### config.mk
export PLATFORM = sky130hd
export DESIGN_NAME = booth_mul_top
export DESIGN_NICKNAME = d
export VERILOG_FILES = /design/src/rtl/mul_data_pkg.sv /design/src/rtl/mul_ctrl_pkg.sv /design/src/rtl/mul_ctrl_if.sv /design/src/rtl/mul_ctrl.sv /design/src/rtl/mul_datapath.sv /design/src/rtl/booth_mul_top.sv
export VERILOG_INCLUDE_DIRS = /design/src /design/src/rtl
export SDC_FILE = /design/constraint.sdc
export NUM_CORES = 1
export LEC_CHECK = 0
export ABC_AREA = 1
export BUFFER_PORTS_ARGS = -buffer_cell sky130_fd_sc_hd__buf_4
export CAP_MARGIN = 20
export CELL_PAD_IN_SITES_DETAIL_PLACEMENT = 1
export CELL_PAD_IN_SITES_GLOBAL_PLACEMENT = 2
export CORE_MARGIN = 4
export CORE_UTILIZATION = 32
export DETAILED_ROUTE_END_ITERATION = 10
export PLACE_DENSITY_LB_ADDON = 0.1
export SLEW_MARGIN = 20
export SYNTH_ARGS = -nofsm -noshare
export SYNTH_HDL_FRONTEND = slang
export SYNTH_SLANG_ARGS = --single-unit
### constraint.sdc
create_clock -name clk -period 3.2 [get_ports clk]
set_input_delay 0.32 -clock clk [delete_from_list [all_inputs] [get_ports clk]]
set_output_delay 0.32 -clock clk [all_outputs]
set_load 0.05 [all_outputs]
### src/rtl/mul_macros.svh
/*
 * Booth multiplier sizing: operand, product and step counter widths.
 */
`ifndef MUL_MACROS_SVH
`define MUL_MACROS_SVH

// **************************************************
// Operand and product widths
// **************************************************
`define MUL_WIDTH        16                  // Signed operand width, even.
`define MUL_PROD_WIDTH   (2 * `MUL_WIDTH)    // Full signed product.

// **************************************************
// Iteration control
// **************************************************
`define MUL_STEPS        `MUL_WIDTH          // One radix-2 step per multiplier bit.
`define MUL_CNT_WIDTH    5                   // Must hold MUL_STEPS.

`endif

### src/rtl/mul_data_pkg.sv
/*
 * Booth datapath types: step operation and the accumulator/multiplier shift word.
 */
package mul_data_pkg;

`include "mul_macros.svh"

    // Operation applied to acc on one Booth step.
    typedef enum logic [1:0] {
        BOOTH_NOP = 2'b00,                       // Pair 00 or 11.
        BOOTH_ADD = 2'b01,                       // Pair 01.
        BOOTH_SUB = 2'b10                        // Pair 10.
    } booth_op_t;

    // **************************************************
    // Shift word
    // **************************************************
    typedef struct packed {
        logic [`MUL_WIDTH-1:0] acc;              // Upper product half.
        logic [`MUL_WIDTH-1:0] mq;               // Multiplier, lower product half.
        logic                  q_m1;             // Bit shifted out of mq.
    } shift_fields_t;

    // Read as fields for the add, as one word for the shift.
    typedef union packed {
        shift_fields_t             fields;
        logic [2*`MUL_WIDTH:0]     whole;
    } shift_word_t;

endpackage

### src/rtl/mul_ctrl_pkg.sv
/*
 * Booth controller types.
 */
package mul_ctrl_pkg;

    // Handshake and iteration states.
    typedef enum logic [1:0] {
        ST_IDLE   = 2'b00,                       // Waiting for an operand pair.
        ST_BOOTH  = 2'b01,                       // Stepping the datapath.
        ST_OUTPUT = 2'b10                        // Holding the product.
    } mul_state_t;

endpackage

### src/rtl/mul_ctrl_if.sv
/*
 * Control and status link between the Booth controller and datapath.
 */
`timescale 1ns/1ps

interface mul_ctrl_if
    import mul_data_pkg::*;
();

    // Controller to datapath.
    logic      load;                             // Capture operands, clear acc and counter.
    logic      step;                             // Perform one Booth iteration.
    booth_op_t op;                               // Operation for this step.

    // Datapath to controller.
    logic [1:0] q_pair;                          // {mq[0], q_m1}.
    logic       last_step;                       // Final iteration in progress.

    modport ctrl_mp (
        output load,
        output step,
        output op,
        input  q_pair,
        input  last_step
    );

    modport dp_mp (
        input  load,
        input  step,
        input  op,
        output q_pair,
        output last_step
    );

endinterface

### src/rtl/mul_ctrl.sv
/*
 * Booth multiplier controller: valid/ready handshakes on both sides,
 * sequencing of the datapath steps and radix-2 recoding of the bit pair.
 */
`timescale 1ns/1ps

module mul_ctrl
    import mul_ctrl_pkg::*;
    import mul_data_pkg::*;
(
    input  logic            clk,
    input  logic            rst,
    input  logic            src_valid,
    output logic            src_ready,
    input  logic            dest_ready,
    output logic            dest_valid,
    mul_ctrl_if.ctrl_mp     cif
);

    mul_state_t state;
    mul_state_t state_next;

    // **************************************************
    // State register
    // **************************************************
    always_ff @(posedge clk or negedge rst) begin
        if (!rst) begin
            state <= ST_IDLE;
        end else begin
            state <= state_next;
        end
    end

    // **************************************************
    // Next state
    // **************************************************
    always_comb begin
        state_next = state;
        case (state)
            ST_IDLE: begin
                if (src_valid) begin
                    state_next = ST_BOOTH;               // Operands taken this edge.
                end
            end
            ST_BOOTH: begin
                if (cif.last_step) begin
                    state_next = ST_OUTPUT;
                end
            end
            ST_OUTPUT: begin
                if (dest_ready) begin
                    state_next = ST_IDLE;                // Product consumed.
                end
            end
            default: begin
                state_next = ST_IDLE;
            end
        endcase
    end

    // Handshake outputs come straight from the state.
    assign src_ready  = (state == ST_IDLE);
    assign dest_valid = (state == ST_OUTPUT);

    // Datapath strobes.
    assign cif.load = (state == ST_IDLE) && src_valid;
    assign cif.step = (state == ST_BOOTH);

    // **************************************************
    // Booth recoding
    // **************************************************
    // The pair is {current multiplier bit, previous multiplier bit}.
    always_comb begin
        case (cif.q_pair)
            2'b10: begin
                cif.op = BOOTH_SUB;                      // Start of a run of ones.
            end
            2'b01: begin
                cif.op = BOOTH_ADD;                      // End of a run of ones.
            end
            default: begin
                cif.op = BOOTH_NOP;
            end
        endcase
    end

    // **************************************************
    // Checks
    // **************************************************
    // A product offered to the consumer is withdrawn only once taken.
    a_dest_valid_held: assert property (
        @(posedge clk) disable iff (!rst)
        (dest_valid && !dest_ready) |=> dest_valid
    ) else $error("dest_valid dropped without dest_ready");

endmodule

### src/rtl/mul_datapath.sv
/*
 * Booth multiplier datapath: multiplicand register, acc add/subtract,
 * arithmetic shift of the acc/mq word and the step counter.
 */
`timescale 1ns/1ps

`include "mul_macros.svh"

module mul_datapath
    import mul_data_pkg::*;
(
    input  logic                               clk,
    input  logic                               rst,
    input  logic signed [`MUL_WIDTH-1:0]       multiplicand,
    input  logic signed [`MUL_WIDTH-1:0]       multiplier,
    output logic signed [`MUL_PROD_WIDTH-1:0]  product,
    mul_ctrl_if.dp_mp                          cif
);

    localparam int W = `MUL_WIDTH;
    localparam logic [`MUL_CNT_WIDTH-1:0] LAST_CNT = `MUL_CNT_WIDTH'(`MUL_STEPS - 1);

    logic [W-1:0]                mcand;         // Captured multiplicand.
    shift_word_t                 sw;            // acc, mq, q_m1.
    shift_word_t                 sw_add;        // After the add, before the shift.
    shift_word_t                 sw_next;
    logic [W:0]                  acc_sum;       // acc with a guard bit.
    logic [`MUL_CNT_WIDTH-1:0]   cnt;

    // **************************************************
    // Add / subtract on the struct view
    // **************************************************
    always_comb begin
        case (cif.op)
            BOOTH_ADD: begin
                acc_sum = {sw.fields.acc[W-1], sw.fields.acc} + {mcand[W-1], mcand};
            end
            BOOTH_SUB: begin
                acc_sum = {sw.fields.acc[W-1], sw.fields.acc} - {mcand[W-1], mcand};
            end
            default: begin
                acc_sum = {sw.fields.acc[W-1], sw.fields.acc};
            end
        endcase
    end

    always_comb begin
        sw_add            = sw;
        sw_add.fields.acc = acc_sum[W-1:0];
    end

    // **************************************************
    // Arithmetic shift on the whole-word view
    // **************************************************
    // The guard bit is the true sign, so subtracting -2**(W-1) still shifts right.
    always_comb begin
        sw_next.whole = {acc_sum[W], sw_add.whole[2*W:1]};
    end

    // Payload registers.
    always_ff @(posedge clk) begin
        if (cif.load) begin
            mcand        <= multiplicand;
            sw.fields.acc  <= '0;
            sw.fields.mq   <= multiplier;
            sw.fields.q_m1 <= 1'b0;
        end else if (cif.step) begin
            sw <= sw_next;
        end
    end

    // **************************************************
    // Step counter
    // **************************************************
    always_ff @(posedge clk or negedge rst) begin
        if (!rst) begin
            cnt <= '0;
        end else if (cif.load) begin
            cnt <= '0;
        end else if (cif.step) begin
            cnt <= cnt + 1'b1;
        end
    end

    assign cif.last_step = cif.step && (cnt == LAST_CNT);
    assign cif.q_pair    = {sw.fields.mq[0], sw.fields.q_m1};

    assign product = {sw.fields.acc, sw.fields.mq};  // Valid once the last step is done.

    // **************************************************
    // Checks
    // **************************************************
    // Loading a new pair mid-iteration would corrupt the product.
    a_load_step_excl: assert property (
        @(posedge clk) disable iff (!rst)
        !(cif.load && cif.step)
    ) else $error("load and step high together");

    // Controller stops stepping right after the counter reports the last step.
    a_stop_after_last: assert property (
        @(posedge clk) disable iff (!rst)
        cif.last_step |=> !cif.step
    ) else $error("step still high after last_step");

endmodule

### src/rtl/booth_mul_top.sv
/*
 * 16-bit signed radix-2 Booth multiplier with valid/ready on both sides.
 */
`timescale 1ns/1ps

`include "mul_macros.svh"

module booth_mul_top (
    input  logic                               clk,
    input  logic                               rst,
    // Operand side.
    input  logic                               src_valid,
    output logic                               src_ready,
    input  logic signed [`MUL_WIDTH-1:0]       multiplicand,
    input  logic signed [`MUL_WIDTH-1:0]       multiplier,
    // Product side.
    output logic                               dest_valid,
    input  logic                               dest_ready,
    output logic signed [`MUL_PROD_WIDTH-1:0]  product
);

    // **************************************************
    // Controller to datapath link
    // **************************************************
    mul_ctrl_if cif ();

    mul_ctrl i_ctrl (
        .clk        (clk),
        .rst        (rst),
        .src_valid  (src_valid),
        .src_ready  (src_ready),
        .dest_ready (dest_ready),
        .dest_valid (dest_valid),
        .cif        (cif.ctrl_mp)
    );

    mul_datapath i_datapath (
        .clk          (clk),
        .rst          (rst),
        .multiplicand (multiplicand),
        .multiplier   (multiplier),
        .product      (product),
        .cif          (cif.dp_mp)
    );

endmodule

Word-level counts from Yosys, hierarchy flattened
Index checks and enable logic that the tools add are counted.
- word-level logic and storage cells: 36
- register bits: 56
- output and inout port bits: 34
- add/subtract/negate cells: 3
- muxes and demuxes: 10
- eq/ne operators: 10
- reduce and logical (&&, ||, !) cells: 7
- operator list (cell ; count):
    17-bit two-way mux ; 2
    17-bit one-hot mux with 2 select lines ; 1
    16-bit by 16-bit adder with 17-bit output ; 1
    16-bit by 16-bit subtractor with 17-bit output ; 1
    5-bit two-way mux ; 2
    2-bit by 1-bit == test with 1-bit output, second input constant ; 3
    2-bit == test, second input constant ; 3
    2-bit two-way mux ; 3
    2-bit one-hot mux with 3 select lines ; 1
    5-bit by 1-bit adder with 5-bit output, second input constant ; 1
    5-bit by 4-bit == test with 1-bit output, second input constant ; 1
    2-bit inequality test, second input constant ; 2
    2-bit one-hot mux with 2 select lines ; 1
    2-bit nonzero test ; 2
    3-bit AND reduction ; 1
    1-bit logical AND ; 2
    2-bit zero test ; 1
    2-bit by 1-bit inequality test with 1-bit output, second input constant ; 1
    2-bit AND reduction ; 1

Longest topological paths before layout
- word-level depth: 6
- gate-level depth with buffers: 23
- depth with buffers taken out: 23

By module
Synthesis repeated with hierarchy kept, for this count alone.
- cells, all modules: 444
- area total of the unflattened synthesis: 3607.2 um2
- by module, submodules not included (module ; instances ; area each (um2) ; seq. area each (um2) ; cells each):
    mul_datapath ; 1 ; 3478.3 ; 1426.4 ; 424
    mul_ctrl ; 1 ; 128.9 ; 50.0 ; 20

Least setup slack after synthesis
No wires, ideal clock.
- kind: register -> register
- start point: reg i_datapath.sw[1] (netlist bit)
- end point: reg i_datapath.sw[30] (netlist bit)
- setup slack: 0.693 ns
- setup time: 0.127 ns
- data required time: 3.073 ns
- clock period less this slack: 2.507 ns
- arrival time: 2.380 ns
- stages on the path, launching flop included: 17
- path buffers: 2
- path through: edfxtp_1 ha_1 buf_2 inv_1 buf_2 o21ai_0 xnor2_1 inv_1 ha_1 nand2_1 nand2_1 a21oi_1 nor2_1 nor2_1 a21oi_1 nor2_1 o22ai_2
- cells in the longest elaborated chain, start to end: 4
- elaborated cells between the ends (all ways): 6
- classes of those cells: eq/ne (4); mux (2)
- RTL lines (element ; RTL line ; text):
    from (decl) ; mul_datapath.sv:24 ; shift_word_t sw;
    from (signal assigned) ; mul_datapath.sv:68 ; sw <= sw_next;
    2-bit by 1-bit == test with 1-bit output / 2-bit == test (equally long branches) ; mul_ctrl.sv:74 ; case (cif.q_pair)
    2-bit one-hot mux with 2 select lines * ; mul_ctrl.sv:74 ;
    2-bit == test / 2-bit by 1-bit == test with 1-bit output (equally long branches) ; mul_datapath.sv:34 ; case (cif.op)
    17-bit one-hot mux with 2 select lines * ; mul_datapath.sv:34 ;
Mark *: on every way between the ends. The rest lies on a longest branch, timed or not.
A chain may end at the register's enable or synchronous reset.

Worst setup path in the final report
Ends and elaborated chain as after synthesis.

==> impl_metrics.json <==
{
  "status": "finished, final reports clean",
  "yosysUniqueCellTypes": 39,
  "post-cts-setup-buffers": 0,
  "cts.sinks": 56,
  "utilization": 0.397,
  "reg2reg_depth": 14,
  "core.rowCount": 38,
  "use_met3": 0.0380,
  "yosysWarnings": 0,
  "die-area_um2": 12800,
  "area_delta_synth_final_pct": 21.7,
  "cts_tree": "built",
  "drc_errors": 0,
  "startpoint": "i_datapath.sw[1]",
  "global_route.peak_usage_layer": "met2",
  "synth_ff_type": "edfxtp_1",
  "via_per_inst": 4.81,
  "netlist_top_cells_area": "edfxtp_1 (27%), dfxtp_1 (9.6%), nand2_1 (8.8%), ha_1 (7.1%), inv_1 (5.6%)",
  "io-pin-count": 70,
  "grtUsageMet1": 0.217,
  "crit_fanout": 11,
  "required_ps": 3420,
  "dr.pass1.iters": 4,
  "final_nets": 555,
  "grt_setup_unrepaired": "false",
  "holdCritPathClass": "in -> reg",
  "htree_levels": 2,
  "hpwl_um": 7680,
  "antenna_found_initial": 0,
  "use_met2": 0.258,
  "synth_cells": 428,
  "clockRootBuffer": "clkbuf_8",
  "syn_avg_cell_area_um2": 8.27,
  "clk_path_buf_depth": 2,
  "drive_gt1_frac": 0.224,
  "hp-start": "multiplicand[11]",
  "fin_tns_setup_ps": 0,
  "hold_slack_ps": 153,
  "ys_seq_elements": 56,
  "startpoint_type": "register",
  "grt_max_degree": 33,
  "finalSetupViolations": 0,
  "seq_area_frac_synth": 0.417,
  "wirelength_um": 10000,
  "maxSlewHeadroom": 0.555,
  "timing.fmax_mhz": 346,
  "synth_area_leader_cell": "edfxtp_1",
  "grt_use_total": 0.162,
  "io_buffers": 69,
  "grt_overflow": 0,
  "fin_crit_sh": 0.902,
  "async_flop_share": 0.125,
  "fin_skew_ps": 9.99,
  "drt_iter0_drc": 93,
  "ant_nets": 0,
  "yosysTopAreaCellShare": 0.272,
  "reg2reg_from": "i_datapath.sw[1]",
  "clkSlewWorstSetupHoldPaths_ps": 110,
  "fill_cells": 1324,
  "hold_viol": 0,
  "synth_nets": 485,
  "min_path_cells": 1,
  "grt_first_pass_wirelength_um": 16500,
  "critical_path_class": "reg -> reg",
  "finalWorstPathRequiredPeriod_ps": 2890,
  "vias": 3073,
  "maxCapViolCount": 0,
  "crit_arrival_ps": 3100,
  "die_height_um": 113,
  "core_area_um2": 10800,
  "grt_pass1_vias": 3267,
  "worst_pin_slew_ps": 667,
  "end_kind": "register",
  "die_w_um": 113,
  "wl_per_cell_um": 15.7,
  "place.gp.congestion": 0.801,
  "start_util": 0.326,
  "syn_area_um2": 3540,
  "antenna_cells": 0,
  "cts_inserted_buffers": 5,
  "clk_latency_ps": 340,
  "synth_edf_count": 32,
  "slew_viol_final": 0
}
critical path: stages (launching register included):
cell	delay, ps
edfxtp_1	450
ha_1	240
inv_1	300
o21ai_0	190
xnor2_1	170
inv_1	80
ha_1	340
nand2_1	80
nand2_1	110
a21oi_1	300
nor2_1	70
nor2_1	140
a21oi_1	90
nor2_1	130
o22ai_2	70
layout make-up:
| cell class | count | area, um2 | area share |
|---|---|---|---|
| inverters | 60 | 225 | 0.0523 |
| repair buffers | 74 | 558 | 0.130 |
| clock inverters | 3 | 22.5 | 0.00523 |
| well taps | 140 | 175 | 0.0407 |
| clock buffers | 5 | 68.8 | 0.0160 |
| multi-input cells | 301 | 1780 | 0.413 |
| flip-flops and latches | 56 | 1480 | 0.343 |
sequential cells by signal, summed over array words and instances, names as in the netlist:
| register | flops |
|---|---|
| i_ctrl.state | 2 |
| i_datapath.mcand | 16 |
| i_datapath.cnt | 5 |
| i_datapath.sw | 33 |
final timing paths:
check	to	slack (ps)
hold / removal	i_datapath.mcand[11]	150
setup / recovery	i_datapath.sw[30]	310
setup reg to reg	i_datapath.sw[30]	310
max in group asynchronous	i_datapath.cnt[0]	2770
min in group asynchronous	i_ctrl.state[1]	310
hold reg to reg	i_datapath.sw[0]	470
synth_stat cells, types with 2 or more instances:
library cell / number
a21o_1: 4
a21oi_1: 26
a22o_1: 16
a31oi_1: 2
buf_2: 4
clkbuf_1: 5
dfrtp_1: 7
dfxtp_1: 17
edfxtp_1: 32
ha_1: 20
inv_1: 53
inv_2: 7
nand2_1: 83
nand2_2: 10
nand3_1: 20
nand4_1: 3
nor2_1: 43
nor2_2: 3
nor2_4: 4
nor3_1: 2
o21ai_0: 23
o21ai_1: 5
o21bai_1: 2
o22ai_1: 3
xnor2_1: 5
xor2_1: 16
cell usage in the layout (no fill, tap or decap), types with 2 or more instances in the layout:
master / synthesis / routed
a21o_1: 4 / 4
a21oi_1: 26 / 26
a22o_1: 16 / 16
a31oi_1: 2 / 2
buf_4: 1 / 73
clkbuf_8: 0 / 5
dfrtp_1: 7 / 7
dfxtp_1: 17 / 17
edfxtp_1: 32 / 32
ha_1: 20 / 20
inv_1: 53 / 53
inv_2: 7 / 7
nand2_1: 83 / 83
nand2_2: 10 / 10
nand3_1: 20 / 20
nand4_1: 3 / 3
nor2_1: 43 / 43
nor2_2: 3 / 3
nor2_4: 4 / 4
nor3_1: 2 / 2
o21ai_0: 23 / 23
o21ai_1: 5 / 5
o21bai_1: 2 / 2
o22ai_1: 3 / 3
xnor2_1: 5 / 5
xor2_1: 16 / 16
layer usage:
| metal | vias up | part of all wire | wire [um] |
|---|---|---|---|
| met5 | - | 0 | 0 |
| met4 | 0 | 0.021 | 209 |
| met3 | 12 | 0.045 | 456 |
| met2 | 63 | 0.45 | 4540 |
| met1 | 1445 | 0.48 | 4820 |
| li1 | 1553 | - | - |
cell families after synthesis:
group                    count (synthesis)  synth area share
XOR/XNOR                                21            0.0520
AO/OA/AOI/OAI                           87             0.159
adder cells (fa/ha/maj)                 21            0.0764
AND/OR/NAND/NOR                        172             0.216
buffers and inverters                   71            0.0799
flip-flops                              56             0.417
through the flow:
step | setup slack (ps) | area (um2) | instances
6_report | 312 | 4310 | 639
4_1_cts | 314 | 4310 | 639
3_3_place_gp | 344 | 4200 | 630
2_1_floorplan | 693 | 3540 | 428
3_5_place_dp | 319 | 4200 | 630
5_1_grt | 34.1 | 4310 | 639
what timing repair did:
item | CTS | global route
endpoints found under the hold margin | 7 | 0
hold buffers | 1 | 0
gates resized for setup | 0 | 0
Power is left out: the tool's default activity adds up to more than one toggle a clock period on the data nets, which glitch-free logic cannot reach.
